===== src/logic/mask_unit_params.svh =====
`ifndef MASK_UNIT_PARAMS_SVH
`define MASK_UNIT_PARAMS_SVH

// vector geometry, fixed to two 64-bit halves
`define VLEN 128
`define VLENB 16

// element widths, also the viota uop counts at each width
`define BYTE_WIDTH 8
`define HWORD_WIDTH 16
`define WORD_WIDTH 32

// host-visible storage
`define MASK_WORDS 4
`define RES_DEPTH 32

// byte offsets of the register map
`define REG_MASK_BASE 12'h000
`define REG_CMD 12'h010
`define REG_STATUS 12'h014
`define REG_RES_BASE 12'h100

`endif


===== src/logic/mask_unit_pkg.sv =====
`include "mask_unit_params.svh"

package mask_unit_pkg;

  typedef enum logic {
    OP_VCPOP = 1'b0,
    OP_VIOTA = 1'b1
  } mask_op_e;

  // encoding matches command bits 2:1
  typedef enum logic [1:0] {
    EEW8  = 2'd0,
    EEW16 = 2'd1,
    EEW32 = 2'd2
  } eew_e;

  typedef enum logic [1:0] {
    ST_IDLE,
    ST_ISSUE,
    ST_DRAIN,
    ST_DONE
  } ctrl_state_e;

  // one second-stage result per cycle
  typedef struct packed {
    logic                           w_valid;
    logic [$clog2(`RES_DEPTH)-1:0]  entry;
    logic [`VLEN-1:0]               data;
    logic [$clog2(`VLEN):0]         popcnt;
  } p1_result_t;

endpackage


===== src/logic/uop_index_counter.sv =====
`timescale 1ns/1ps
`include "mask_unit_params.svh"

module uop_index_counter import mask_unit_pkg::*; (
  input  logic        clk,
  input  logic        rst,
  input  logic        load,
  input  logic        step,
  input  eew_e        eew,
  input  mask_op_e    op,
  output logic [4:0]  index,
  output logic        last
);

  logic [4:0] last_idx;

  // uop count equals the element width in bits
  always_comb begin
    if (op == OP_VCPOP) begin
      last_idx = '0;
    end else begin
      case (eew)
        EEW8:    last_idx = 5'(`BYTE_WIDTH - 1);
        EEW16:   last_idx = 5'(`HWORD_WIDTH - 1);
        default: last_idx = 5'(`WORD_WIDTH - 1);
      endcase
    end
  end

  always_ff @(posedge clk) begin
    if (rst || load) begin
      index <= '0;
    end else if (step) begin
      index <= index + 5'd1;
    end
  end

  assign last = (index == last_idx);

  assert property (@(posedge clk) disable iff (rst) step |-> !last);

endmodule


===== config.mk =====
export PLATFORM = sky130hd
export DESIGN_NAME = uop_index_counter
export DESIGN_NICKNAME = d
export VERILOG_FILES = /design/src/logic/mask_unit_pkg.sv /design/src/logic/uop_index_counter.sv
export VERILOG_INCLUDE_DIRS = /design/src /design/src/logic
export SDC_FILE = /design/constraint.sdc
export NUM_CORES = 1
export LEC_CHECK = 0
export ABC_AREA = 1
export BUFFER_PORTS_ARGS = -buffer_cell sky130_fd_sc_hd__buf_4
export CORE_AREA = 2 2 39 41
export DETAILED_ROUTE_END_ITERATION = 12
export DIE_AREA = 0 0 41 43
export PLACE_DENSITY = 0.52
export SLEW_MARGIN = 20
export SYNTH_ARGS = -nofsm -noshare
export SYNTH_HDL_FRONTEND = slang
export SYNTH_SLANG_ARGS = --single-unit

===== constraint.sdc =====
create_clock -name clk -period 1.7 [get_ports clk]
set_input_delay 0.085 -clock clk [delete_from_list [all_inputs] [get_ports clk]]
set_output_delay 0.085 -clock clk [all_outputs]
set_load 0.05 [all_outputs]

==> flow_summary.toml <==
[pwr]
swShare_pct = 27.6
power.internal_mw = 0.232
power_density_mw_per_mm2 = 730
ir_worst_vdd_mv = 0.388
p_sw_mw = 0.0882
total_power_mw = 0.320
power.share.clock_pct = 43.6
power_frac_comb_pct = 17.7
p_leak_nw = 0.203
seq_power_share_pct = 38.7

[placement]
io_buffer_count = 12
gp_congestion = 0.750
dp_hpwl_um = 505

[detailed_routing]
wl_um = 647
ant_nets = 0
vias = 349
dr_wl_met2_um = 268
routed.top_layer = "met4"
drt_first_pass_iters = 4
wl_per_cell_um = 7.80
met1Wirelength_um = 308
drt-initial-drc-count = 8
drc = 0
routed_via_density = 4.20
wl_met3_um = 61

[yosys]
synth_top_family_by_area = "simple AND/OR/NAND/NOR gates"
yosys.area.top_type = "dfxtp_1"
syn_inst = 51
synth_top_area_share_pct = 33.2
synth_seq_area_share_pct = 33.2
synth_simple_gate_area_share_pct = 44.4
yosysUniqueCellTypes = 10
synth_xor_area_share_pct = 0
syn_nets = 59
netlist_area_um2 = 302
ys_ff_latch = 5
synth.area.mux_share_pct = 0
synth_compound_area_share_pct = 8.30
synth_fa_ha_area_share_pct = 4.15
syn_avg_cell_area_um2 = 5.91
synthTopCellsByArea = "dfxtp_1 33%, nand2_1 20%, inv_1 10%, nor2_1 10%, nand3_1 8.3%"
yosysWarnings = 0

[layout]
final_common_cell = "nand2_1"
finalNetCount = 76
most-common-layout-cells = "16 x nand2_1, 12 x buf_4, 8 x inv_1, 8 x nor2_1"
reg_top3 = "index (5)"
utilization_pct = 31.6
largest_reg_flops = 5
area_growth_pct = 45.2
regMostFlops = "index"
drive_gt1_share_pct = 26.9
n_antenna_cell = 0

[sta]
fmax_mhz = 776
maxSlewHeadroom_pct = 79.3
fin_crit_ns = 1.29
grt_setup_unrepaired = "false"
drv_slew = 0
tns_ns = 0
hold_viol = 0
setup_viol = 0
fin_crit_sh_pct = 75.8
worst_hold_slack_ns = 0.0545
fin_skew_ns = 0.00852
max_slew.worst_pin.slew_ns = 0.309

[setup_path]
critPathBufInv = 1
crit_type = "flip-flop to output port"
path_delay_family = "flip-flops"
critPathRequiredTime_ns = 1.62
path_max_fanout = 8
cp_common_cell = "nand2_1"
slowest_stage = "dfxtp_1"
worstPathCellList = "nand2_1 -> nand2_1 -> nand2_1 -> nor2_1 -> buf_4"
start_kind = "flip-flop"
cp.arrival_ns = 1.20
setup.worst_path.end_class = "output port"
cp_slowest_stage_delay_ns = 0.47

[global_route]
grt_pass1_vias = 301
grt_pass1_wl_mm = 1.09
grt_max_degree = 9
grt-ovfl-total = 0
grtUsageTotal_pct = 9.44
antenna_found_initial = 0

[run]
maxCapViolations = 0

[floorplanning]
die_x_um = 41
core-area_mm2 = 0.00138
initial_core_util_pct = 21.8
rows = 14
ios = 13
dieArea_mm2 = 0.00176
die_h_um = 43

[clock_network]
numCtsBuffers = 3
cts_root_buf = "clkbuf_4"
cts_sinks = 5
cts.path.max_buffers = 2
worstSkewPairLatency_ns = 0.24
ctsHoldBuffers = 0
post_cts_resize_count = 0
post_cts_buffers = 0
tritoncts = "done"
path_clk_slew_ns = 0.05
htreeDepth = 1

[hold_path]
hold_class = "input pin to flip-flop"

[outcome]
status = "completed"
## worst paths after layout
check	start	to	slack (ns)	cells past startpoint
min reg2reg	index[4]	index[4]	0.55	2
max	index[0]	last	0.41	5
max reg2reg	index[0]	index[4]	0.59	6
min	step	index[1]	0.05	2
## final cells by class
type / count / area, µm²
multi-input cells: 38 / 171
inverters: 8 / 30.0
clock buffers: 4 / 26.3
repair buffers: 12 / 90.1
flip-flops and latches: 5 / 100
well taps: 16 / 20.0
fillers: 152 / 946
## per-stage QoR
| step | area [µm²] | worst slack [ns] | cells |
|---|---|---|---|
| 5_1_grt | 438 | 0.327 | 83 |
| 2_1_floorplan | 302 | 0.00934 | 51 |
| 4_1_cts | 438 | 0.414 | 83 |
| 3_5_place_dp | 412 | 0.592 | 79 |
| 6_report | 438 | 0.411 | 83 |
| 3_3_place_gp | 412 | 0.608 | 79 |
## cell families (layout without fill, tap and decap cells)
family | count (synthesis) | count (layout)
simple gates | 32 | 32
buf+inv | 8 | 24
compound gates | 5 | 5
flops | 5 | 5
fa+ha+maj | 1 | 1
## metal layers
layer  track usage [%]  vias up
met1              10.6      144
met4              8.00        0
met5                 0        -
li1                  -      189
met2              13.1       14
met3              3.66        2
## power by group through the flow
stage                     combinational, mW  clock, mW  sequential [mW]
after floorplan                      0.0265          0            0.132
after global placement               0.0571          0            0.126
after detailed placement             0.0570          0            0.126
after CTS                            0.0572      0.144            0.124
final                                0.0567      0.139            0.124
after global routing                 0.0636      0.152            0.124
## cell usage after synthesis
cell and n:
nand2_1 16, inv_1 8, nor2_1 8, dfxtp_1 5, nand3_1 5, a21oi_1 3
nor2_2 2, o21ai_0 2, ha_1 1, nand2_2 1
Power figures use the tool's default switching activity.
