`config.mk`:
```
export PLATFORM = sky130hd
export DESIGN_NAME = mask_ctrl_fsm
export DESIGN_NICKNAME = d
export VERILOG_FILES = /design/src/logic/mask_unit_pkg.sv /design/src/logic/mask_ctrl_fsm.sv
export VERILOG_INCLUDE_DIRS = /design/src /design/src/logic
export SDC_FILE = /design/constraint.sdc
export NUM_CORES = 1
export LEC_CHECK = 0
export ABC_AREA = 1
export BUFFER_PORTS_ARGS = -buffer_cell sky130_fd_sc_hd__buf_2
export CELL_PAD_IN_SITES_DETAIL_PLACEMENT = 1
export CELL_PAD_IN_SITES_GLOBAL_PLACEMENT = 1
export CORE_AREA = 4 4 41 43
export DETAILED_ROUTE_END_ITERATION = 10
export DIE_AREA = 0 0 45 47
export PLACE_DENSITY_LB_ADDON = 0.05
export SETUP_SLACK_MARGIN = 0.4
export SKIP_LAST_GASP = 1
export SLEW_MARGIN = 5
export SYNTH_ARGS = -nofsm -noshare
export SYNTH_HDL_FRONTEND = slang
export SYNTH_SLANG_ARGS = --single-unit
```
`constraint.sdc`:
```
create_clock -name clk -period 1.8 [get_ports clk]
set_input_delay 0.36 -clock clk [delete_from_list [all_inputs] [get_ports clk]]
set_output_delay 0.36 -clock clk [all_outputs]
set_load 0.01 [all_outputs]
```
`src/logic/mask_unit_params.svh`:
```
`ifndef MASK_UNIT_PARAMS_SVH
`define MASK_UNIT_PARAMS_SVH

// vector geometry, fixed to two 64-bit halves
`define VLEN 128
`define VLENB 16

// element widths, also the viota uop counts at each width
`define BYTE_WIDTH 8
`define HWORD_WIDTH 16
`define WORD_WIDTH 32

// host-visible storage
`define MASK_WORDS 4
`define RES_DEPTH 32

// byte offsets of the register map
`define REG_MASK_BASE 12'h000
`define REG_CMD 12'h010
`define REG_STATUS 12'h014
`define REG_RES_BASE 12'h100

`endif

```
`src/logic/mask_unit_pkg.sv`:
```
`include "mask_unit_params.svh"

package mask_unit_pkg;

  typedef enum logic {
    OP_VCPOP = 1'b0,
    OP_VIOTA = 1'b1
  } mask_op_e;

  // encoding matches command bits 2:1
  typedef enum logic [1:0] {
    EEW8  = 2'd0,
    EEW16 = 2'd1,
    EEW32 = 2'd2
  } eew_e;

  typedef enum logic [1:0] {
    ST_IDLE,
    ST_ISSUE,
    ST_DRAIN,
    ST_DONE
  } ctrl_state_e;

  // one second-stage result per cycle
  typedef struct packed {
    logic                           w_valid;
    logic [$clog2(`RES_DEPTH)-1:0]  entry;
    logic [`VLEN-1:0]               data;
    logic [$clog2(`VLEN):0]         popcnt;
  } p1_result_t;

endpackage

```
`src/logic/mask_ctrl_fsm.sv`:
```
`timescale 1ns/1ps

module mask_ctrl_fsm import mask_unit_pkg::*; (
  input  logic  clk,
  input  logic  rst,
  input  logic  start,
  input  logic  last,
  output logic  load,
  output logic  step,
  output logic  issue,
  output logic  busy,
  output logic  done
);

  ctrl_state_e state;
  ctrl_state_e state_nxt;

  always_ff @(posedge clk) begin
    if (rst) begin
      state <= ST_IDLE;
    end else begin
      state <= state_nxt;
    end
  end

  always_comb begin
    state_nxt = state;
    case (state)
      ST_IDLE: begin
        if (start) begin
          state_nxt = ST_ISSUE;
        end
      end
      ST_ISSUE: begin
        if (last) begin
          state_nxt = ST_DRAIN;
        end
      end
      // one cycle for the final uop to leave p0
      ST_DRAIN: state_nxt = ST_DONE;
      ST_DONE:  state_nxt = ST_IDLE;
      default:  state_nxt = ST_IDLE;
    endcase
  end

  assign load  = (state == ST_IDLE) && start;
  assign issue = (state == ST_ISSUE);
  // index stops on the last uop
  assign step  = issue && !last;
  assign busy  = (state != ST_IDLE);
  assign done  = (state == ST_DONE);

  // host side drops commands while busy
  assert property (@(posedge clk) disable iff (rst) start |-> state == ST_IDLE);

endmodule

```
==> flow_summary.ini <==
[status]
status = finished clean

[synth]
postSynthAreaPerCell_um2 = 6.75
ys_warn_count = 0
synth.yosys.seq_area_share_pct = 21.2
ys_seq_elements = 2
synth_cell_types = 9
syn_nets = 37
synth_area_um2 = 189
syn-instance-count = 28

[cells_and_area]
top_register = state
ff_latch_area_um2 = 45.0
multiInputGateArea_um2 = 145
antenna_cells = 0
reg.largest.list = state (2)
finalNonFillerCells = 59
area_delta_synth_final_pct = 86.1
layout.nets = 55
drive_above_1_share_pct = 59.1
nFillCells = 173
fin_area_um2 = 352
largest_register_ffs = 2

[timing]
hold_violations = 0
finalSetupViolations = 0
fin_crit_ns = 1.36
fin_crit_sh_pct = 75.4
max_freq_mhz = 737
setup-tns-final_ns = 0
maxSlewViolCount = 0
tightest_slew_ns = 0.117
finalClockSkew_ns = 0.00169
rsz0062_at_grt = yes
holdWs_ns = 0.383
slew_headroom_pct = 92.2

[cts]
cts_hold_buffers = 0
cts_made_buffers = 3
insertion_delay_ns = 0.22
h-tree-depth = 1
cts_root_buffer = clkbuf_4
cts.sinks = 2
clkSlewWorstSetupHoldPaths_ns = 0.03
cts_max_path_buffers = 2
cts_tree = yes

[place]
port_buffers = 8
dpl_cell_area_um2 = 248
place_inst = 51
place_congestion = 0.577

[power_and_ir_drop]
power.leakage_uw = 0.000203
p_switching_uw = 235
p_int_uw = 352
p_clk_share_pct = 16.3
p_seq_share_pct = 18.0
cellPowerDensity_mw_per_mm2 = 1670
pwr-share-comb_pct = 65.7
p_sw_share_pct = 40.0
ir_worst_vdd_v = 0.000538

[route]
firstDrtPassIters = 2
vias = 211
ant_nets = 0
drcViolationCount = 0
wl_um = 485
routedWlPerCell_um = 8.22
vias_per_cell = 3.58
drtIter0Drc = 1

[floorplan]
core_mm2 = 0.00130
chipWidth_um = 45
pin_count = 9
start_util_pct = 14.5
fp-row-count = 13
die-area_mm2 = 0.00212
chipHeight_um = 47

[global_routing]
first_global_vias = 221
grt_overflow = 0
antenna_found_initial = 0
grt_first_pass_wirelength_um = 828
track_usage_pct = 5.52
grt_max_degree = 5

[worst_setup_path]
crit_path_end_kind = primary output
r2r_slack_ns = 0.59
crit_arrival_ns = 1.00
startpoint_type = flip-flop
crit_required_ns = 1.44
worstSetupPathType = reg -> out
cp_max_fo = 4

[job]
drv_cap = 0

[hold_path]
hold_class = in -> reg
-- per-stage QoR --
| step | power (uW) | util, % | setup slack, ns |
|---|---|---|---|
| detailed placement | 338 | 19.0 | 0.441 |
| global placement | 344 | 19.0 | 0.466 |
| global route | 663 | 27.0 | 0.383 |
| floorplan | 261 | - | 0.578 |
| finish | 587 | 27.0 | 0.443 |
| CTS | 489 | 22.7 | 0.393 |
-- final cells by class --
type | count | share of cell area (%)
multi-input cells | 17 | 41.3
repair buffers | 13 | 23.8
flip-flops and latches | 2 | 12.8
inverters | 9 | 10.3
clock buffers | 3 | 6.41
well taps | 15 | 5.34
-- worst max-delay path, cell delays in order, from the launching register on --
cell	delay, ns
dfxtp_4	0.38
inv_4	0.05
ha_4	0.16
nand2_2	0.06
inv_2	0.03
buf_6	0.10
-- synth_stat cells --
library cell,n,share of area (%)
a21oi_1,2,5.3
clkinv_1,1,2.0
inv_1,8,16
nand3_1,2,5.3
nand2_1,4,7.9
dfxtp_1,2,21
nand2_2,1,3.3
nor2_1,3,6.0
ha_1,5,33
-- cells by family (layout without fill, tap and decap cells) --
| kind of cell | Yosys count | count (layout) | synth area share [%] |
|---|---|---|---|
| AO/OA/AOI/OAI | 2 | 2 | 5.30 |
| adder cells (fa/ha/maj) | 5 | 5 | 33.1 |
| buffers and inverters | 9 | 25 | 17.9 |
| flip-flops | 2 | 2 | 21.2 |
| AND/OR/NAND/NOR | 10 | 10 | 22.5 |
-- cell usage in the layout, fill, tap and decap left out, drive strengths merged --
master  Yosys  routed
buf         0      13
inv         8       8
nand2       5       5
ha          5       5
nor2        3       3
clkbuf      0       3
a21oi       2       2
nand3       2       2
dfxtp       2       2
clkinv      1       1
-- routing by layer --
metal | share of wire, % | GRT usage (%) | routed length (um) | vias to the layer above
li1 | - | - | - | 112
met1 | 40 | 5.42 | 195 | 91
met2 | 48 | 9.32 | 231 | 8
met3 | 12 | 3.83 | 58 | 0
met4 | 0 | 1.75 | 0 | 0
met5 | 0 | 0 | 0 | -
-- timing repair --
action	4_1_cts	5_1_grt
setup endpoints to repair	3	2
gates resized for setup	7	7
pin swaps	2	2
setup buffers	2	3
-- power groups by stage --
stage                     registers, uW  logic [uW]  clock network (uW)
after detailed placement           87.6         251                   0
final                               106         385                95.5
after CTS                          95.4         291                 102
after global placement             86.9         258                   0
after floorplan                    82.0         179                   0
after global routing                109         443                 110
-- worst paths after layout --
check	start	endpoint	cells past startpoint
worst max-delay path	state[0]	load	5
worst min-delay path	rst	state[1]	4
worst max register to register	state[0]	state[0]	8
worst min register to register	state[0]	state[0]	2
Note: power is estimated with default switching activity, not from simulation.
