File: src/logic/mask_unit_params.svh
`ifndef MASK_UNIT_PARAMS_SVH
`define MASK_UNIT_PARAMS_SVH

// vector geometry, fixed to two 64-bit halves
`define VLEN 128
`define VLENB 16

// element widths, also the viota uop counts at each width
`define BYTE_WIDTH 8
`define HWORD_WIDTH 16
`define WORD_WIDTH 32

// host-visible storage
`define MASK_WORDS 4
`define RES_DEPTH 32

// byte offsets of the register map
`define REG_MASK_BASE 12'h000
`define REG_CMD 12'h010
`define REG_STATUS 12'h014
`define REG_RES_BASE 12'h100

`endif

File: src/logic/mask_unit_pkg.sv
`include "mask_unit_params.svh"

package mask_unit_pkg;

  typedef enum logic {
    OP_VCPOP = 1'b0,
    OP_VIOTA = 1'b1
  } mask_op_e;

  // encoding matches command bits 2:1
  typedef enum logic [1:0] {
    EEW8  = 2'd0,
    EEW16 = 2'd1,
    EEW32 = 2'd2
  } eew_e;

  typedef enum logic [1:0] {
    ST_IDLE,
    ST_ISSUE,
    ST_DRAIN,
    ST_DONE
  } ctrl_state_e;

  // one second-stage result per cycle
  typedef struct packed {
    logic                           w_valid;
    logic [$clog2(`RES_DEPTH)-1:0]  entry;
    logic [`VLEN-1:0]               data;
    logic [$clog2(`VLEN):0]         popcnt;
  } p1_result_t;

endpackage

File: src/logic/mask_unit_wb.sv
`timescale 1ns/1ps
`include "mask_unit_params.svh"

module mask_unit_wb import mask_unit_pkg::*; (
  input  logic                clk,
  input  logic                rst,
  input  logic                cyc,
  input  logic                stb,
  input  logic                we,
  input  logic [11:0]         adr,
  input  logic [31:0]         dat_w,
  input  logic [3:0]          sel,
  output logic [31:0]         dat_r,
  output logic                ack,
  input  logic                busy,
  input  logic                done_pulse,
  input  p1_result_t          result,
  input  logic [31:0]         ram_data,
  output logic [`VLEN-1:0]    mask,
  output logic                start,
  output mask_op_e            op,
  output eew_e                eew
);

  localparam logic [11:0] mask_base = `REG_MASK_BASE;
  localparam logic [11:0] cmd_addr = `REG_CMD;
  localparam logic [11:0] status_addr = `REG_STATUS;
  localparam logic [11:0] res_base = `REG_RES_BASE;

  logic [`MASK_WORDS-1:0][31:0] mask_q;
  logic                         done_q;
  logic [7:0]                   popcnt_q;
  logic                         wr;
  logic                         in_mask;
  logic                         in_res;
  logic                         cmd_ok;

  // ack drops after one cycle
  always_ff @(posedge clk) begin
    if (rst) begin
      ack <= 1'b0;
    end else begin
      ack <= cyc && stb && !ack;
    end
  end

  assign wr      = ack && cyc && stb && we;
  assign in_mask = (adr[11:4] == mask_base[11:4]);
  // 32 entries of 16 bytes from the window base
  assign in_res  = (adr >= res_base) && (adr < res_base + 12'(`RES_DEPTH * 16));
  assign cmd_ok  = wr && (adr == cmd_addr) && !busy && !start;

  always_ff @(posedge clk) begin
    if (rst) begin
      mask_q   <= '0;
      start    <= 1'b0;
      op       <= OP_VCPOP;
      eew      <= EEW8;
      done_q   <= 1'b0;
      popcnt_q <= '0;
    end else begin
      start <= cmd_ok;
      if (wr && in_mask) begin
        for (int b = 0; b < 4; b++) begin
          if (sel[b]) begin
            mask_q[adr[3:2]][b*8 +: 8] <= dat_w[b*8 +: 8];
          end
        end
      end
      if (cmd_ok) begin
        op     <= mask_op_e'(dat_w[0]);
        eew    <= eew_e'(dat_w[2:1]);
        done_q <= 1'b0;
      end else if (done_pulse) begin
        done_q <= 1'b1;
      end
      // p0 still holds the single vcpop uop here
      if (done_pulse && op == OP_VCPOP) begin
        popcnt_q <= result.popcnt;
      end
    end
  end

  assign mask = mask_q;

  always_comb begin
    dat_r = '0;
    if (in_res) begin
      dat_r = ram_data;
    end else if (in_mask) begin
      dat_r = mask_q[adr[3:2]];
    end else if (adr == status_addr) begin
      dat_r = {16'b0, popcnt_q, 6'b0, done_q, busy};
    end
  end

  // the master keeps cyc and stb up until it sees ack
  assert property (@(posedge clk) disable iff (rst) ack |-> cyc && stb);

endmodule

File: config.mk
export PLATFORM = sky130hd
export DESIGN_NAME = mask_unit_wb
export DESIGN_NICKNAME = d
export VERILOG_FILES = /design/src/logic/mask_unit_pkg.sv /design/src/logic/mask_unit_wb.sv
export VERILOG_INCLUDE_DIRS = /design/src /design/src/logic
export SDC_FILE = /design/constraint.sdc
export NUM_CORES = 1
export LEC_CHECK = 0
export ABC_CLOCK_PERIOD_IN_PS = 5680
export BUFFER_PORTS_ARGS = -buffer_cell sky130_fd_sc_hd__buf_2
export CORE_AREA = 2 2 153 155
export DETAILED_ROUTE_END_ITERATION = 6
export DIE_AREA = 0 0 155 157
export GPL_ROUTABILITY_DRIVEN = 0
export PLACE_DENSITY_LB_ADDON = 0.08
export RECOVER_POWER = 50
export SYNTH_ARGS = -nofsm -noshare
export SYNTH_HDL_FRONTEND = slang
export SYNTH_SLANG_ARGS = --single-unit
File: constraint.sdc
create_clock -name clk -period 5.68 [get_ports clk]
set_input_delay 1.136 -clock clk [delete_from_list [all_inputs] [get_ports clk]]
set_output_delay 1.136 -clock clk [all_outputs]
set_load 0.01 [all_outputs]
==> results.txt <==
----------------------------------------------------
[Logic synthesis]
  Leading register cell type out of synthesis ... sky130_fd_sc_hd__dfxtp_1
  Post-Synthesis Mean Instance Area ... 11.1 um^2
  Number of distinct library cells after synthesis ... 28
  Most frequently used cell type in the post-synthesis netlist ... sky130_fd_sc_hd__dfxtp_1
  Number of instances in the synthesized netlist ... between 500 and 600
  Number of enable flip-flop cells after synthesis ... 0
  Post-Syn Area ... 6520 um^2
  Post-synth top cells ... sky130_fd_sc_hd__dfxtp_1, sky130_fd_sc_hd__mux2i_1, sky130_fd_sc_hd__nor2_1
  Synthesis Warnings ... 0
  Yosys top cell area share ... about 44%
  FF+latch count, synth ... 142
  Top cells by area, synth ... sky130_fd_sc_hd__dfxtp_1, sky130_fd_sc_hd__mux2i_1, sky130_fd_sc_hd__mux4_2
  Post-synthesis cell type with the largest combined area ... sky130_fd_sc_hd__dfxtp_1
  Async S/R FF share, synth ... 0%
  Post-Synthesis Net Count ... a little over 800
  Post-synthesis sequential area ratio ... 43.6%

[Worst setup path]
  CP Data Required Time ... 5.96 ns
  Arrival time reported for the critical path endpoint ... 4.68 ns
  Critical path startpoint category ... input pin
  Critical Setup Path Class ... in2reg
  Maximum fanout encountered on the critical timing path ... 82
  Reg2reg start ... ack
  Kind of end point of the critical path ... flip-flop
  Start point of the critical path ... rst

[Hold path]
  Type of the most critical hold path ... reg2reg
  Min-delay src ... ack

[Pwr]
  Leakage power of the design ... 3.84 nW
  PD cells ... 268 nW/um^2
  IR drop worst, VDD ... between 150 and 200 uV

[Cells and area]
  Layout Nets ... 1,068
  Ratio of cells with drive above 1 in the final layout ... approximately 25%
  Layout Area Growth over Synthesis ... 31.1%
  Fill cells ... 2,338

[Global route]
  Global-route usage over all layers ... 17.3%
  GRT overflow ... 0
  Maximum number of pins on one net before global-route repair ... 83
  Wire length of the first global-routing pass ... 32,400 um
  Via count of the first global-routing pass ... 5,468
  Number of antenna violations at the first check in global routing ... 5

[Timing]
  Setup total negative slack ... 0 ns
  Unrepaired setup endpoints after global routing ... no
  Worst slew slack as a fraction of its limit ... -136%
  Final Critical Period ... 4.40 ns
  Worst Skew ... roughly 0.012 ns
  Setup ws final ... roughly 1.3 ns
  Final Max Slew Viols ... 83
  Setup violation total in the final timing report ... 0
  Highest achievable clock rate ... 227 MHz
  Slew of the pin with the lowest slew margin ... 3.55 ns
  Portion of the clock cycle consumed by the worst path in the final layout ... 77.5%
  Count of endpoints failing hold in the final timing report ... 0

[Floorplan]
  Die footprint ... 24,300 um^2
  Core Box Area ... 22,500 um^2
  I/O Pins ... just under 400
  Number of core rows ... 55
  Die X-Extent ... 155 um
  Initial standard-cell utilization of the core ... 29.0%
  Die boundary height ... 157 um

[Placement]
  Detailed-placement wirelength estimate ... 15,200 um
  Worst slack at placement ... 1.38 ns
  IO Port Bufs ... 259

[Status]
  Outcome ... finished with violations
  Violated checks ... max-capacitance violations, max-slew violations

[Clock network]
  Clock-pin slew on the worst setup and hold paths ... roughly 0.06 ns
  Number of buffers inserted by hold repair at cts ... 0
  Clock tree from TritonCTS ... built
  Post-CTS Setup Bufs ... 0
  H-tree levels ... 4
  Library cell used as clock root buffer ... sky130_fd_sc_hd__clkbuf_16
  Insertion delay to the later sink of the worst-skew pair ... about 0.42 ns
  Clock sinks ... 142
  Largest buffer count on any clock path ... 2
  Number of buffers created by CTS ... 17
  Post-cts gate resize count ... 0

[Routing]
  Post-detailed-route count of antenna-violating nets ... 0
  Remaining DRCs ... 0
  Routed vias/inst ... 4.96
  Pre-antenna DRT Iters ... 6
  Vias ... 5,646
  DRT iter0 DRCs ... 287
  Routed Wire Length ... 21,700 um
  Wire length per cell after detailed routing ... approximately 19 um

[Run]
  MaxCap Viol Count ... 1

----------------------------------------------------
==> routing by layer <==
metal	GRT usage (%)	wire length, um
met5	0	34
met4	5.11	309
met3	5.45	1720
met2	28.1	9850
met1	22.2	9750
==> worst max-delay path: stages <==
cell and delay [ns]:
sky130_fd_sc_hd__clkbuf_1 2.43, sky130_fd_sc_hd__buf_4 0.85, sky130_fd_sc_hd__nor2_1 0.12
==> final timing paths <==
check	to	slack, ns	cells past startpoint
worst max-delay path	mask[28]	1.28	3
worst max register to register	mask[106]	3.26	4
worst min-delay path	ack	0.49	1
worst min register to register	ack	0.49	1
==> area by class of cell <==
class | instances | area (um^2) | share of cell area (%)
Antenna cell | 2 | 5.00 | 0.0586
Timing Repair Buffer | 271 | 1220 | 14.3
Clock inverter | 12 | 160 | 1.87
Multi-Input combinational cell | 407 | 3530 | 41.3
Tap cell | 285 | 357 | 4.17
Sequential cell | 142 | 2840 | 33.3
Clock buffer | 20 | 437 | 5.11
==> metrics by stage <==
stage          power, mW  utilization, %  std cells  hold WS, ns  area, um^2
6_report            2.29            38.0       1139        0.492        8550
4_1_cts             2.32            38.7       1137        0.490        8710
5_1_grt             2.38            38.0       1137        0.515        8540
2_1_floorplan       1.10               -        588        0.461        6520
3_5_place_dp        1.17            36.1       1105        0.480        8120
3_3_place_gp        1.17            36.1       1105        0.472        8120
==> logic make-up (layout without fill, tap and decap cells) <==
kind of cell	Yosys count	after routing	share of synthesized area (%)
muxes	171	171	32.4
xor gates and xnor gates	1	1	0.134
and+or+nand+nor	193	193	15.9
other	0	2	0
AOI/OAI and AO/OA	42	42	5.45
DFF	142	142	43.6
buffers and inverters	39	303	2.51
==> sequential cells by signal (all words and copies together) (netlist names) <==
register and flops:
op 1, ack 1, popcnt_q 8, mask 128, eew 2, start 1, done_q 1
==> power by group <==
group          switching (mW)  total (mW)  leakage, nW  internal (mW)
clock network           0.448        1.14        0.278          0.695
logic                  0.0860       0.146         2.42         0.0600
registers             0.00253        1.00         1.15           1.00
total                   0.537        2.29         3.84           1.76
==> placed cells by master (no fill, tap or decap), types with 6 or more instances in the layout <==
master,instances
sky130_fd_sc_hd__buf_2,125
sky130_fd_sc_hd__nand2b_1,6
sky130_fd_sc_hd__dfxtp_1,142
sky130_fd_sc_hd__clkbuf_1,137
sky130_fd_sc_hd__a21o_1,10
sky130_fd_sc_hd__nor2_1,138
sky130_fd_sc_hd__buf_4,12
sky130_fd_sc_hd__a22o_1,32
sky130_fd_sc_hd__clkbuf_16,17
sky130_fd_sc_hd__mux2i_1,139
sky130_fd_sc_hd__mux4_2,32
sky130_fd_sc_hd__nand4_1,10
sky130_fd_sc_hd__nor4_4,7
Power figures use the tool's default switching activity.
