## config.mk

```make
export PLATFORM = sky130hd
export DESIGN_NAME = mask_prefix_p0_flat
export DESIGN_NICKNAME = d
export VERILOG_FILES = /design/src/logic/mask_unit_pkg.sv /design/src/logic/mask_uop_if.sv /design/src/logic/mask_prefix_p0.sv /design/src/flat_wrapper.sv
export VERILOG_INCLUDE_DIRS = /design/src /design/src/logic
export SDC_FILE = /design/constraint.sdc
export NUM_CORES = 1
export LEC_CHECK = 0
export ABC_AREA = 1
export BUFFER_PORTS_ARGS = -buffer_cell sky130_fd_sc_hd__buf_2
export CAP_MARGIN = 10
export CORE_AREA = 2 2 359 361
export CTS_CLUSTER_DIAMETER = 200
export DETAILED_ROUTE_END_ITERATION = 8
export DIE_AREA = 0 0 361 363
export SETUP_SLACK_MARGIN = 0.5
export SYNTH_ARGS = -nofsm -noshare
export SYNTH_HDL_FRONTEND = slang
export SYNTH_SLANG_ARGS = --single-unit
```

## constraint.sdc

```tcl
create_clock -name clk -period 63.3 [get_ports clk]
set_clock_uncertainty 0.05 [all_clocks]
set_input_delay 12.66 -clock clk [delete_from_list [all_inputs] [get_ports clk]]
set_output_delay 12.66 -clock clk [all_outputs]
set_load 0.1 [all_outputs]
```

## src/logic/mask_unit_params.svh

```systemverilog
`ifndef MASK_UNIT_PARAMS_SVH
`define MASK_UNIT_PARAMS_SVH

// vector geometry, fixed to two 64-bit halves
`define VLEN 128
`define VLENB 16

// element widths, also the viota uop counts at each width
`define BYTE_WIDTH 8
`define HWORD_WIDTH 16
`define WORD_WIDTH 32

// host-visible storage
`define MASK_WORDS 4
`define RES_DEPTH 32

// byte offsets of the register map
`define REG_MASK_BASE 12'h000
`define REG_CMD 12'h010
`define REG_STATUS 12'h014
`define REG_RES_BASE 12'h100

`endif

```

## src/logic/mask_unit_pkg.sv

```systemverilog
`include "mask_unit_params.svh"

package mask_unit_pkg;

  typedef enum logic {
    OP_VCPOP = 1'b0,
    OP_VIOTA = 1'b1
  } mask_op_e;

  // encoding matches command bits 2:1
  typedef enum logic [1:0] {
    EEW8  = 2'd0,
    EEW16 = 2'd1,
    EEW32 = 2'd2
  } eew_e;

  typedef enum logic [1:0] {
    ST_IDLE,
    ST_ISSUE,
    ST_DRAIN,
    ST_DONE
  } ctrl_state_e;

  // one second-stage result per cycle
  typedef struct packed {
    logic                           w_valid;
    logic [$clog2(`RES_DEPTH)-1:0]  entry;
    logic [`VLEN-1:0]               data;
    logic [$clog2(`VLEN):0]         popcnt;
  } p1_result_t;

endpackage

```

## src/logic/mask_uop_if.sv

```systemverilog
`timescale 1ns/1ps
`include "mask_unit_params.svh"

interface mask_uop_if import mask_unit_pkg::*; ();

  logic                                      valid;
  logic [$clog2(`RES_DEPTH)-1:0]             uop_index;
  mask_op_e                                  op;
  eew_e                                      eew;
  // exclusive prefix counts, each local to its own half
  logic [`VLEN/2-1:0][$clog2(`VLEN/2)-1:0]   prefix_lo;
  logic [`VLEN/2-1:0][$clog2(`VLEN/2)-1:0]   prefix_hi;
  logic [$clog2(`VLEN/2):0]                  lo_total;
  logic                                      top_bit;

  modport producer (
    output valid, uop_index, op, eew, prefix_lo, prefix_hi, lo_total, top_bit
  );

  modport consumer (
    input valid, uop_index, op, eew, prefix_lo, prefix_hi, lo_total, top_bit
  );

endinterface

```

## src/logic/mask_prefix_p0.sv

```systemverilog
`timescale 1ns/1ps
`include "mask_unit_params.svh"

module mask_prefix_p0 import mask_unit_pkg::*; (
  input  logic                 clk,
  input  logic                 rst,
  input  logic [`VLEN-1:0]     mask,
  input  logic                 issue,
  input  logic [4:0]           index,
  input  mask_op_e             op,
  input  eew_e                 eew,
  mask_uop_if.producer         uop
);

  localparam int half_len = `VLEN / 2;
  localparam int cnt_w = $clog2(half_len);

  logic [half_len-1:0][cnt_w-1:0] pre_lo;
  logic [half_len-1:0][cnt_w-1:0] pre_hi;
  logic [cnt_w:0]                 run_lo;
  logic [cnt_w:0]                 run_hi;

  // running count, both halves side by side
  always_comb begin
    run_lo = '0;
    run_hi = '0;
    for (int i = 0; i < half_len; i++) begin
      pre_lo[i] = run_lo[cnt_w-1:0];
      pre_hi[i] = run_hi[cnt_w-1:0];
      run_lo = run_lo + (cnt_w+1)'(mask[i]);
      run_hi = run_hi + (cnt_w+1)'(mask[half_len+i]);
    end
  end

  always_ff @(posedge clk) begin
    if (rst) begin
      uop.valid <= 1'b0;
    end else begin
      uop.valid <= issue;
    end
  end

  // payload held between issues so p1 stays readable after the run
  always_ff @(posedge clk) begin
    if (issue) begin
      uop.uop_index <= index;
      uop.op        <= op;
      uop.eew       <= eew;
      uop.prefix_lo <= pre_lo;
      uop.prefix_hi <= pre_hi;
      uop.lo_total  <= run_lo;
      uop.top_bit   <= mask[`VLEN-1];
    end
  end

  // longest run is 32 viota uops back to back
  assert property (@(posedge clk) disable iff (rst) not (uop.valid [*33]));

endmodule

```

## src/flat_wrapper.sv

```systemverilog
// flat-port wrapper written by rule: the top's interface ports become plain ports
module mask_prefix_p0_flat import mask_unit_pkg::*;
  (clk, rst, mask, issue, index, op, eew, uop_valid, uop_uop_index, uop_op, uop_eew, uop_prefix_lo, uop_prefix_hi, uop_lo_total, uop_top_bit);
  mask_uop_if uop_i ();
  input  logic clk;
  input  logic rst;
  input  logic [`VLEN-1:0] mask;
  input  logic issue;
  input  logic [4:0] index;
  input  mask_op_e op;
  input  eew_e eew;
  output wire logic [$bits(uop_i.valid)-1:0] uop_valid;
  output wire logic [$bits(uop_i.uop_index)-1:0] uop_uop_index;
  output wire logic [$bits(uop_i.op)-1:0] uop_op;
  output wire logic [$bits(uop_i.eew)-1:0] uop_eew;
  output wire logic [$bits(uop_i.prefix_lo)-1:0] uop_prefix_lo;
  output wire logic [$bits(uop_i.prefix_hi)-1:0] uop_prefix_hi;
  output wire logic [$bits(uop_i.lo_total)-1:0] uop_lo_total;
  output wire logic [$bits(uop_i.top_bit)-1:0] uop_top_bit;
  assign uop_valid = uop_i.valid;
  assign uop_uop_index = uop_i.uop_index;
  assign uop_op = uop_i.op;
  assign uop_eew = uop_i.eew;
  assign uop_prefix_lo = uop_i.prefix_lo;
  assign uop_prefix_hi = uop_i.prefix_hi;
  assign uop_lo_total = uop_i.lo_total;
  assign uop_top_bit = uop_i.top_bit;
  mask_prefix_p0 u_core (.clk(clk), .rst(rst), .mask(mask), .issue(issue), .index(index), .op(op), .eew(eew), .uop(uop_i));
endmodule
```

==> impl_results.html <==
<table>
<tr><th>Metric</th><th>Value</th></tr>
<tr><th colspan="2">Global route</th></tr>
<tr><td>Met2 routing resource usage after global routing</td><td>0.343</td></tr>
<tr><td>Met3 Resource Use GR</td><td>0.0463</td></tr>
<tr><td>Number of antenna violations at the first check in global routing</td><td>4</td></tr>
<tr><td>GR Overflow Total</td><td>0</td></tr>
<tr><td>Vias in the first global route</td><td>between 30000 and 40000</td></tr>
<tr><td>Wire length of the first global-routing pass</td><td>202000 um</td></tr>
<tr><td>Global-route usage over all layers</td><td>0.202</td></tr>
<tr><td>Grt met1 use</td><td>0.248</td></tr>
<tr><td>Busiest layer in global routing</td><td>met2</td></tr>
<tr><td>Pin count of the biggest net entering global routing</td><td>154</td></tr>
<tr><th colspan="2">STA</th></tr>
<tr><td>Post-route setup TNS</td><td>0 ns</td></tr>
<tr><td>Slew at the pin with the worst max-slew slack</td><td>approximately 1.1 ns</td></tr>
<tr><td>RSZ-0062 raised after global routing</td><td>false</td></tr>
<tr><td>Highest clock rate</td><td>28.7 MHz</td></tr>
<tr><td>Setup violation total in the final timing report</td><td>0</td></tr>
<tr><td>Worst slew slack as a fraction of its limit</td><td>0.255</td></tr>
<tr><td>Post-layout min period</td><td>34.82 ns</td></tr>
<tr><td>Post-route setup slack</td><td>between 20 and 30 ns</td></tr>
<tr><td>Period utilisation layout</td><td>0.550</td></tr>
<tr><td>Final Hold Violating Endpoints</td><td>0</td></tr>
<tr><td>Max-slew violation count</td><td>0</td></tr>
<tr><th colspan="2">Logic synthesis</th></tr>
<tr><td>Combinational family with the most area after synthesis</td><td>simple AND/OR/NAND/NOR gates</td></tr>
<tr><td>Count of yosys warnings during synthesis</td><td>0</td></tr>
<tr><td>Number of enable flip-flop cells after synthesis</td><td>742</td></tr>
<tr><td>Seq/Total Area, Yosys</td><td>0.469</td></tr>
<tr><td>Post-synthesis xor/xnor area fraction</td><td>0.00377</td></tr>
<tr><td>FF+latch count, synth</td><td>743</td></tr>
<tr><td>Simple-gate portion of the synthesized area</td><td>0.382</td></tr>
<tr><td>Top cell type by total area after synthesis</td><td>edfxtp_1</td></tr>
<tr><td>Share of flip-flops with an asynchronous set or reset after synthesis</td><td>0</td></tr>
<tr><td>Post-synth design cell area</td><td>47500 um^2</td></tr>
<tr><td>Predominant post-synthesis flop cell</td><td>edfxtp_1</td></tr>
<tr><td>Avg Cell Area, Syn</td><td>9.76 um^2</td></tr>
<tr><td>Post-synthesis adder-cell area fraction</td><td>0.0660</td></tr>
<tr><td>Most common cell in the synthesized netlist</td><td>nand2_1</td></tr>
<tr><td>Yosys top cell area share</td><td>0.469</td></tr>
<tr><td>Gate count of the mapped netlist</td><td>4870</td></tr>
<tr><td>Multiplexer fraction of the synthesized cell area</td><td>0</td></tr>
<tr><td>Area fraction in compound gates after synthesis</td><td>0.00126</td></tr>
<tr><td>Synth top area cells</td><td>edfxtp_1, nand2_2, nand2_1, nand2_4, ha_1</td></tr>
<tr><td>Commonest cells in the synthesized netlist</td><td>nand2_1, inv_1, edfxtp_1</td></tr>
<tr><td>Synth cell types</td><td>40</td></tr>
<tr><th colspan="2">Worst setup path</th></tr>
<tr><td>Critical Path RT</td><td>63.72 ns</td></tr>
<tr><td>Type of element launching the critical path</td><td>input port</td></tr>
<tr><td>Classification of the worst setup path</td><td>input port to flop</td></tr>
<tr><td>Arrival time of data at the critical path endpoint</td><td>35.24 ns</td></tr>
<tr><td>Endpoint class of the critical path</td><td>flop</td></tr>
<tr><td>Critical path's slowest cell</td><td>fa_1</td></tr>
<tr><td>Biggest fanout along the worst timing path</td><td>3</td></tr>
<tr><td>Max incr delay on CP</td><td>0.48 ns</td></tr>
<tr><td>Most prevalent standard cell on the critical path</td><td>ha_1</td></tr>
<tr><th colspan="2">Floorplan</th></tr>
<tr><td>Die Span Y</td><td>between 300 and 400 um</td></tr>
<tr><td>Effective utilization at floorplan</td><td>0.374</td></tr>
<tr><td>Count of pins on the block boundary</td><td>approximately 900</td></tr>
<tr><td>Core Area</td><td>127000 um^2</td></tr>
<tr><td>Row count</td><td>131</td></tr>
<tr><td>Total Die Area</td><td>131000 um^2</td></tr>
<tr><td>Die width</td><td>around 360 um</td></tr>
<tr><th colspan="2">Layout</th></tr>
<tr><td>Growth of design area from synthesis to finish</td><td>19.6%</td></tr>
<tr><td>Post-route cell area</td><td>56800 um^2</td></tr>
<tr><td>Layout Utilization</td><td>0.447</td></tr>
<tr><td>Net count, final</td><td>6241</td></tr>
<tr><td>Layout cells sized above 1</td><td>0.385</td></tr>
<tr><th colspan="2">Detailed routing</th></tr>
<tr><td>Routed len/inst</td><td>17.8 um</td></tr>
<tr><td>Total wire length after detailed routing</td><td>~140000 um</td></tr>
<tr><td>Total DRC errors in the routed layout</td><td>1</td></tr>
<tr><td>Residual antenna-violating net count after detailed routing</td><td>0</td></tr>
<tr><td>Via density</td><td>~4.6</td></tr>
<tr><td>Vias</td><td>35200</td></tr>
<tr><td>Number of violations reported at the end of detailed-routing iteration 0</td><td>around 2200</td></tr>
<tr><td>Number of search-and-repair iterations in the first detailed-routing pass</td><td>9</td></tr>
<tr><th colspan="2">Placed design</th></tr>
<tr><td>Post-Place Worst Slack</td><td>27.82 ns</td></tr>
<tr><td>Port bufs</td><td>881</td></tr>
<tr><td>Detailed Place HPWL</td><td>112000 um</td></tr>
<tr><td>Cell area after placement</td><td>approximately 54000 um^2</td></tr>
<tr><td>Weighted congestion reported at the end of routability-driven placement</td><td>0.951</td></tr>
<tr><th colspan="2">Clock tree</th></tr>
<tr><td>Buffer levels on the longest clock path</td><td>3</td></tr>
<tr><td>Clock slew at reported path FFs</td><td>0.06 ns</td></tr>
<tr><td>Post-cts hold buffer count</td><td>0</td></tr>
<tr><td># clock sinks</td><td>between 700 and 800</td></tr>
<tr><td>CTS H-tree depth</td><td>3</td></tr>
<tr><td>Post-CTS setup-driven buffer insertion count</td><td>0</td></tr>
<tr><td>Resize count post-CTS</td><td>0</td></tr>
<tr><td>Clock tree root buffer cell</td><td>clkbuf_16</td></tr>
<tr><td>TritonCTS buffer count</td><td>~90</td></tr>
<tr><td>Clock tree from TritonCTS</td><td>built</td></tr>
<tr><th colspan="2">Run status</th></tr>
<tr><td>Run status</td><td>complete, but fails checks</td></tr>
<tr><td>Failing checks</td><td>design-rule violations</td></tr>
<tr><th colspan="2">Hold path</th></tr>
<tr><td>Worst min path class</td><td>input port to flop</td></tr>
<tr><th colspan="2">Flow run</th></tr>
<tr><td>Max-capacitance violation count</td><td>0</td></tr>
</table>
## layer usage
metal | part of all wire | wire [um] | up-vias
met1 | 0.43 | 57500 | 16400
met2 | 0.48 | 64500 | 869
met5 | 0 | 0 | -
met4 | 0.037 | 5050 | 0
met3 | 0.061 | 8230 | 201
li1 | - | - | 17800
## kinds of logic after synthesis
kind of cell | Yosys count
AOI/OAI and AO/OA | 9
xor gates and xnor gates | 14
adders and majority gates | 249
buffers and inverters | 914
DFF | 743
other | 1
and+or+nand+nor | 2940
## flip-flops by register name (all words and copies together) (netlist names)
register	cells
u_core.uop.eew	2
u_core.uop.lo_total	7
u_core.uop.op	1
u_core.uop.prefix_hi	363
u_core.uop.prefix_lo	363
u_core.uop.top_bit	1
u_core.uop.uop_index	5
u_core.uop.valid	1
## final cells by class
class                      count  area [um^2]
antenna                        4         10.0
clock buffer                 115         2380
clock inverter                52          502
fill                       12200        70200
inverter                     872         3360
multi-input combinational   3256        21700
sequential                   743        22300
tap                         1662         2080
timing repair buffer         889         4490
## final timing paths
kind	from	endpoint	slack, ns	depth (start not counted)
min	rst	u_core.uop.valid$_SDFF_PP0_	12.06	2
max	mask[64]	u_core.uop.prefix_hi[383]$_DFFE_PP_	28.48	73
## cell usage in the layout, fill, tap and decap left out, types with 45 or more instances in the layout
master,instances
nand3_4,93
nand2_2,570
ha_1,246
nand2_1,910
nand3_2,181
clkbuf_16,91
nor2_2,56
inv_2,45
inv_1,810
edfxtp_1,742
nand3_1,568
buf_2,880
nand2_4,287
nor2_1,218
## critical path: cells and delay by family
family	cells	cell delay, ns
adders and majority gates	61	21.51
buffers and inverters	6	0.51
and+or+nand+nor	6	0.50
## through the flow
step                      cells  hold slack, ns
final                      7593           12.06
after global routing       7591           12.02
after floorplan            4913           12.68
after global placement     7422           12.78
after detailed placement   7422           12.78
after CTS                  7589           11.98
Power is left out: the tool's default activity adds up to more than one toggle a clock period on the data nets, which glitch-free logic cannot reach.
