$ cat config.mk
export PLATFORM = sky130hd
export DESIGN_NAME = mask_result_p1_flat
export DESIGN_NICKNAME = d
export VERILOG_FILES = /design/src/logic/mask_unit_pkg.sv /design/src/logic/mask_uop_if.sv /design/src/logic/mask_result_p1.sv /design/src/flat_wrapper.sv
export VERILOG_INCLUDE_DIRS = /design/src /design/src/logic
export SDC_FILE = /design/constraint.sdc
export NUM_CORES = 2
export LEC_CHECK = 0
export CAP_MARGIN = 20
export CORE_AREA = 2 2 358 360
export DETAILED_ROUTE_END_ITERATION = 8
export DIE_AREA = 0 0 360 362
export DONT_BUFFER_PORTS = 1
export PLACE_DENSITY = 0.55
export SETUP_SLACK_MARGIN = 0.3
export SYNTH_ARGS = -nofsm -noshare
export SYNTH_HDL_FRONTEND = slang
export SYNTH_SLANG_ARGS = --single-unit
$ cat constraint.sdc
create_clock -name vclk -period 3.3
set_input_delay 0.495 -clock vclk [all_inputs]
set_output_delay 0.495 -clock vclk [all_outputs]
set_load 0.05 [all_outputs]
$ cat src/logic/mask_unit_params.svh
`ifndef MASK_UNIT_PARAMS_SVH
`define MASK_UNIT_PARAMS_SVH

// vector geometry, fixed to two 64-bit halves
`define VLEN 128
`define VLENB 16

// element widths, also the viota uop counts at each width
`define BYTE_WIDTH 8
`define HWORD_WIDTH 16
`define WORD_WIDTH 32

// host-visible storage
`define MASK_WORDS 4
`define RES_DEPTH 32

// byte offsets of the register map
`define REG_MASK_BASE 12'h000
`define REG_CMD 12'h010
`define REG_STATUS 12'h014
`define REG_RES_BASE 12'h100

`endif

$ cat src/logic/mask_unit_pkg.sv
`include "mask_unit_params.svh"

package mask_unit_pkg;

  typedef enum logic {
    OP_VCPOP = 1'b0,
    OP_VIOTA = 1'b1
  } mask_op_e;

  // encoding matches command bits 2:1
  typedef enum logic [1:0] {
    EEW8  = 2'd0,
    EEW16 = 2'd1,
    EEW32 = 2'd2
  } eew_e;

  typedef enum logic [1:0] {
    ST_IDLE,
    ST_ISSUE,
    ST_DRAIN,
    ST_DONE
  } ctrl_state_e;

  // one second-stage result per cycle
  typedef struct packed {
    logic                           w_valid;
    logic [$clog2(`RES_DEPTH)-1:0]  entry;
    logic [`VLEN-1:0]               data;
    logic [$clog2(`VLEN):0]         popcnt;
  } p1_result_t;

endpackage

$ cat src/logic/mask_uop_if.sv
`timescale 1ns/1ps
`include "mask_unit_params.svh"

interface mask_uop_if import mask_unit_pkg::*; ();

  logic                                      valid;
  logic [$clog2(`RES_DEPTH)-1:0]             uop_index;
  mask_op_e                                  op;
  eew_e                                      eew;
  // exclusive prefix counts, each local to its own half
  logic [`VLEN/2-1:0][$clog2(`VLEN/2)-1:0]   prefix_lo;
  logic [`VLEN/2-1:0][$clog2(`VLEN/2)-1:0]   prefix_hi;
  logic [$clog2(`VLEN/2):0]                  lo_total;
  logic                                      top_bit;

  modport producer (
    output valid, uop_index, op, eew, prefix_lo, prefix_hi, lo_total, top_bit
  );

  modport consumer (
    input valid, uop_index, op, eew, prefix_lo, prefix_hi, lo_total, top_bit
  );

endinterface

$ cat src/logic/mask_result_p1.sv
`timescale 1ns/1ps
`include "mask_unit_params.svh"

module mask_result_p1 import mask_unit_pkg::*; (
  mask_uop_if.consumer  uop,
  output p1_result_t    result
);

  localparam int half_len = `VLEN / 2;
  localparam int iota_w = $clog2(`VLEN);
  localparam int n8 = `VLENB;
  localparam int n16 = `VLEN / `HWORD_WIDTH;
  localparam int n32 = `VLEN / `WORD_WIDTH;

  logic [`VLEN-1:0][iota_w-1:0] iota;

  // upper half is offset by the lower half's total
  always_comb begin
    for (int i = 0; i < half_len; i++) begin
      iota[i] = iota_w'(uop.prefix_lo[i]);
      iota[half_len+i] = iota_w'(uop.prefix_hi[i]) + iota_w'(uop.lo_total);
    end
  end

  always_comb begin
    result.w_valid = uop.valid && (uop.op == OP_VIOTA);
    result.entry   = uop.uop_index;
    result.popcnt  = (iota_w+1)'(iota[`VLEN-1]) + (iota_w+1)'(uop.top_bit);
    result.data    = '0;

    if (uop.op == OP_VIOTA) begin
      case (uop.eew)
        EEW8: begin
          for (int j = 0; j < n8; j++) begin
            result.data[j*`BYTE_WIDTH +: `BYTE_WIDTH] =
              `BYTE_WIDTH'(iota[{uop.uop_index[2:0], 4'(j)}]);
          end
        end
        EEW16: begin
          for (int j = 0; j < n16; j++) begin
            result.data[j*`HWORD_WIDTH +: `HWORD_WIDTH] =
              `HWORD_WIDTH'(iota[{uop.uop_index[3:0], 3'(j)}]);
          end
        end
        EEW32: begin
          for (int j = 0; j < n32; j++) begin
            result.data[j*`WORD_WIDTH +: `WORD_WIDTH] =
              `WORD_WIDTH'(iota[{uop.uop_index, 2'(j)}]);
          end
        end
        default: begin
          // reserved width writes zeros
          result.data = '0;
        end
      endcase
    end
  end

endmodule

$ cat src/flat_wrapper.sv
// flat-port wrapper written by rule: the top's interface ports become plain ports
module mask_result_p1_flat import mask_unit_pkg::*;
  (result, uop_valid, uop_uop_index, uop_op, uop_eew, uop_prefix_lo, uop_prefix_hi, uop_lo_total, uop_top_bit);
  mask_uop_if uop_i ();
  output p1_result_t result;
  input wire logic [$bits(uop_i.valid)-1:0] uop_valid;
  input wire logic [$bits(uop_i.uop_index)-1:0] uop_uop_index;
  input wire logic [$bits(uop_i.op)-1:0] uop_op;
  input wire logic [$bits(uop_i.eew)-1:0] uop_eew;
  input wire logic [$bits(uop_i.prefix_lo)-1:0] uop_prefix_lo;
  input wire logic [$bits(uop_i.prefix_hi)-1:0] uop_prefix_hi;
  input wire logic [$bits(uop_i.lo_total)-1:0] uop_lo_total;
  input wire logic [$bits(uop_i.top_bit)-1:0] uop_top_bit;
  assign uop_i.valid = uop_valid;
  assign uop_i.uop_index = uop_uop_index;
  assign uop_i.op = uop_op;
  assign uop_i.eew = uop_eew;
  assign uop_i.prefix_lo = uop_prefix_lo;
  assign uop_i.prefix_hi = uop_prefix_hi;
  assign uop_i.lo_total = uop_lo_total;
  assign uop_i.top_bit = uop_top_bit;
  mask_result_p1 u_core (.uop(uop_i), .result(result));
endmodule
==> results_dict.tcl, run 1 <==
set metrics [dict create \
    design.portCount 927 \
    dp.cells 6262 \
    synth_fa_ha_area_share_pct 17.5 \
    synthXorXnorAreaFrac_pct 6.71 \
    start_util_pct 27.6 \
    die_y_microns 362 \
    sequential_area_share_after_synthesis_pct 0 \
    fp-row-count 131 \
    synth_top_family_by_area "multiplexers" \
    ys_warn_count 0 \
    avgSynthCellArea_sq_um 8.81 \
    post_detail_place_hpwl_microns 195000 \
    numPortBuffers 0 \
    fraction_of_the_mapped_netlist_area_in_compound_gates_pct 27.0 \
    fp.dieW_microns 360 \
    synthCells 3972 \
    ys_types 93 \
    post-synth-top-area-cell "sky130_fd_sc_hd__mux4_2" \
    place.gp.congestion 1.05 \
    synth.top_cell.area_share_pct 28.2 \
    run_status "did not finish" \
    synthTopCellsByArea "sky130_fd_sc_hd__mux4_2 (28%), sky130_fd_sc_hd__ha_1 (14%), sky130_fd_sc_hd__xnor2_1 (5.0%)" \
    muxShareOfSynthArea_pct 30.8 \
    synth_area_sq_um 35000 \
    lastStage "global routing (5_1_grt)" \
    cts.hold.buffers_added 0 \
    yosys.area_share.simple_pct 12.2 \
    stop_error "[ERROR GRT-0228] Horizontal edge usage exceeds the maximum allowed. (7, 0) usage=65535 limit=3200" \
    grt_max_degree 684 \
]
-- per-stage QoR --
| step | setup WS [ns] | utilization, % | hold slack (ns) | cell area (sq um) |
|---|---|---|---|---|
| after CTS | -0.464 | 37.8 | 0.991 | 47900 |
| after detailed placement | -0.749 | 36.1 | 0.991 | 45700 |
| after global placement | -0.762 | 36.1 | 0.991 | 45700 |
| after floorplan | 0.0532 | - | 1.16 | 37300 |
-- synthesized netlist by cell type, types with 11 or more instances --
master and n:
sky130_fd_sc_hd__o21bai_1 82, sky130_fd_sc_hd__a21oi_1 340, sky130_fd_sc_hd__xor2_1 70, sky130_fd_sc_hd__nor3b_1 18
sky130_fd_sc_hd__nor4_1 11, sky130_fd_sc_hd__a211oi_1 198, sky130_fd_sc_hd__fa_1 64, sky130_fd_sc_hd__o31ai_1 19
sky130_fd_sc_hd__a311oi_1 12, sky130_fd_sc_hd__a2111oi_0 13, sky130_fd_sc_hd__a21o_1 131, sky130_fd_sc_hd__buf_6 26
sky130_fd_sc_hd__buf_2 119, sky130_fd_sc_hd__o21a_1 21, sky130_fd_sc_hd__nand2_1 299, sky130_fd_sc_hd__a31oi_1 42
sky130_fd_sc_hd__nor2b_1 20, sky130_fd_sc_hd__a211o_1 27, sky130_fd_sc_hd__buf_4 64, sky130_fd_sc_hd__a221o_1 14
sky130_fd_sc_hd__o21ai_0 241, sky130_fd_sc_hd__nor2_1 316, sky130_fd_sc_hd__clkbuf_1 83, sky130_fd_sc_hd__nand2b_1 12
sky130_fd_sc_hd__a221oi_1 24, sky130_fd_sc_hd__o221ai_1 15, sky130_fd_sc_hd__o22ai_1 42, sky130_fd_sc_hd__nand3_1 51
sky130_fd_sc_hd__and2_1 27, sky130_fd_sc_hd__o211ai_1 59, sky130_fd_sc_hd__or2_2 12, sky130_fd_sc_hd__mux4_2 438
sky130_fd_sc_hd__xnor2_1 198, sky130_fd_sc_hd__nor3_1 104, sky130_fd_sc_hd__inv_1 63, sky130_fd_sc_hd__ha_1 386
sky130_fd_sc_hd__and3_1 18, sky130_fd_sc_hd__a22oi_1 22, sky130_fd_sc_hd__mux2i_1 71
-- timing repair --
| item | in CTS |
|---|---|
| gates resized for setup | 386 |
| buffers inserted | 28 |
| setup endpoints to repair | 98 |
| pin swaps | 216 |
-- cell families after synthesis --
family | count (synthesis)
other | 1
XOR/XNOR | 268
AND/OR/NAND/NOR | 942
buffers and inverters | 372
multiplexers | 521
AO/OA/AOI/OAI | 1418
adder cells (fa/ha/maj) | 450
==> inputs of run 2 (changes only) <==
--- a/config.mk
+++ b/config.mk
@@ -7,12 +7,11 @@
 export NUM_CORES = 2
 export LEC_CHECK = 0
 export CAP_MARGIN = 20
-export CORE_AREA = 2 2 358 360
+export CORE_MARGIN = 2
+export CORE_UTILIZATION = 27
 export DETAILED_ROUTE_END_ITERATION = 8
-export DIE_AREA = 0 0 360 362
 export DONT_BUFFER_PORTS = 1
-export PLACE_DENSITY = 0.55
-export SETUP_SLACK_MARGIN = 0.3
+export PLACE_DENSITY_LB_ADDON = 0.15
 export SYNTH_ARGS = -nofsm -noshare
 export SYNTH_HDL_FRONTEND = slang
 export SYNTH_SLANG_ARGS = --single-unit
==> constraint.sdc (replaced) <==
create_clock -name vclk -period 4.3
set_input_delay 0.645 -clock vclk [all_inputs]
set_output_delay 0.645 -clock vclk [all_outputs]
set_load 0.05 [all_outputs]
==> results_dict.tcl, run 2 <==
set metrics [dict create \
    run_status "finished, violations left" \
    violations_in_the_final_reports "max-slew violations, negative setup slack" \
    fp-row-count 132 \
    multiInputGateArea_sq_um 33500 \
    grt_pass1_wl_microns 310000 \
    nClkBuffers 0 \
    hp-class "in -> out" \
    via_count 38700 \
    nFillCells 13700 \
    layout.nets 5323 \
    worstMarginPinSlew_ns 2.00 \
    routed_via_density 6.59 \
    numPortBuffers 0 \
    slew_violations 415 \
    area.growth.synth_to_final_pct 13.8 \
    static-leakage-power_nw 15.2 \
    worst-setup-path-type "in -> out" \
    slew_headroom_pct -33.5 \
    ys_warn_count 0 \
    rsz0062_at_grt "yes" \
    postPlaceCellArea_sq_um 39200 \
    most-common-layout-cells "sky130_fd_sc_hd__mux4_2 (438), sky130_fd_sc_hd__ha_1 (380), sky130_fd_sc_hd__buf_4 (349)" \
    fmaxAchievable_ghz 0.200 \
    drt-wirelength-per-cell_microns 40.7 \
    die_y_microns 364 \
    worstPathMaxFanout 683 \
    critical_path_arrival_ns 4.36 \
    fp.dieW_microns 364 \
    place.gp.congestion 0.973 \
    synth_common_cells "sky130_fd_sc_hd__mux4_2 (438), sky130_fd_sc_hd__ha_1 (386), sky130_fd_sc_hd__a21oi_1 (340), sky130_fd_sc_hd__nor2_1 (316), sky130_fd_sc_hd__nand2_1 (299)" \
    synth.top_cell.area_share_pct 28.2 \
    avgSynthCellArea_sq_um 8.81 \
    drt_first_pass_iters 6 \
    whs_ns 1.29 \
    finalWirelength_microns 239000 \
    worst-endpoint-required_ns 3.65 \
    synth_area_sq_um 35000 \
    drc_violations_left 0 \
    grt.overflow.total 0 \
    power_density_nw_per_um2 176 \
    post-synth-top-area-cell "sky130_fd_sc_hd__mux4_2" \
    drt-initial-drc-count 4795 \
    final_cell_area_sq_um 39800 \
    via_count_of_the_first_global_routing_pass 35900 \
    synthTopCellsByArea "sky130_fd_sc_hd__mux4_2 (28%), sky130_fd_sc_hd__ha_1 (14%), sky130_fd_sc_hd__xnor2_1 (5.0%)" \
    num_sequential 0 \
    fin_crit_sh_pct 116 \
    start_util_pct 27.1 \
    synthCells 3972 \
    number_of_antenna_violations_at_the_first_check_in_global_routing 50 \
    design.portCount 927 \
    layout.area.seq_sq_um 0 \
    post_detail_place_hpwl_microns 192000 \
    global_route.usage.total_pct 33.5 \
    finalWorstSetupSlack_ns -0.706 \
    timing.setup.tns_ns -11.08 \
    worst_setup_path_end_kind "output port" \
    critPathLaunchType "input port" \
    drt_antenna_net_count 0 \
    yosys.cell_count.top_type "sky130_fd_sc_hd__mux4_2" \
    die_area_sq_um 132000 \
    final_common_cell "sky130_fd_sc_hd__mux4_2" \
    ys_types 93 \
    core_region_area_sq_um 129000 \
    finalHoldViolations 0 \
    post_route_cells_drive_above_1_share_pct 24.0 \
    setup_viol 46 \
    timing.final.crit_period_ns 5.01 \
    maxCapViolCount 0 \
    irDropWorstVdd_v 0.0000576 \
    cts.hold.buffers_added 0 \
    grt_max_degree 684 \
    sequential_area_share_after_synthesis_pct 0 \
]
[run 2: final timing paths]
check                         from           to  cells after the start
setup / recovery  uop_uop_index[1]  result[104]                      7
hold / removal    uop_uop_index[0]  result[136]                      0
[run 2: kinds of logic after synthesis]
kind of cell    after synthesis  share of synthesized area [%]
other cells                   1                         0.0107
mux                         521                           30.8
simple gates                942                           12.2
buf+inv                     372                           5.79
fa+ha+maj                   450                           17.5
compound gates             1418                           27.0
xor+xnor                    268                           6.71
[run 2: cell type report]
class              count  area share [%]
diodes                47           0.295
inverters             66           0.719
multi-input cells   3615            84.1
well taps           1742            5.47
repair buffers       405            9.39
[run 2: routing by layer]
metal / routed length (microns) / share of wire (%) / up-vias / global-route usage [%]
li1: - / - / 16200 / -
met1: 92300 / 39 / 19600 / 41.8
met2: 107000 / 45 / 2453 / 52.9
met3: 26300 / 11 / 433 / 10.1
met4: 13300 / 5.5 / 22 / 15.2
met5: 156 / 0.065 / - / 0
[run 2: what timing repair did]
item	CTS	global route
gates resized for setup	12	38
cloned	0	9
endpoints found under the setup margin	1	106
pin swaps	4	8
buffers inserted	1	2
[run 2: worst max-delay path: stages]
cell and delay [ns]:
sky130_fd_sc_hd__mux4_2 1.21, sky130_fd_sc_hd__mux4_2 0.63, sky130_fd_sc_hd__nand2_1 0.14, sky130_fd_sc_hd__nand2_2 0.19
sky130_fd_sc_hd__a221oi_1 0.29, sky130_fd_sc_hd__nor2_1 0.09, sky130_fd_sc_hd__buf_4 0.21
[run 2: per-stage QoR]
step	setup slack [ns]	total power, mW	cells	utilization (%)
3_5_place_dp	-0.377	6.59	5814	30.4
5_1_grt	0.00308	7.29	5858	30.8
4_1_cts	0.00877	6.64	5815	30.4
2_1_floorplan	0.0704	4.34	3987	-
3_3_place_gp	-0.451	6.60	5813	30.4
6_report	-0.706	7.00	5875	30.9
[run 2: power breakdown]
part           total [mW]  internal (mW)  switching, mW
sequential              0              0              0
clock          0.00000147     0.00000147              0
combinational        7.00           2.87           4.13
total                7.00           2.87           4.13
(Power assumes the default switching activity.)
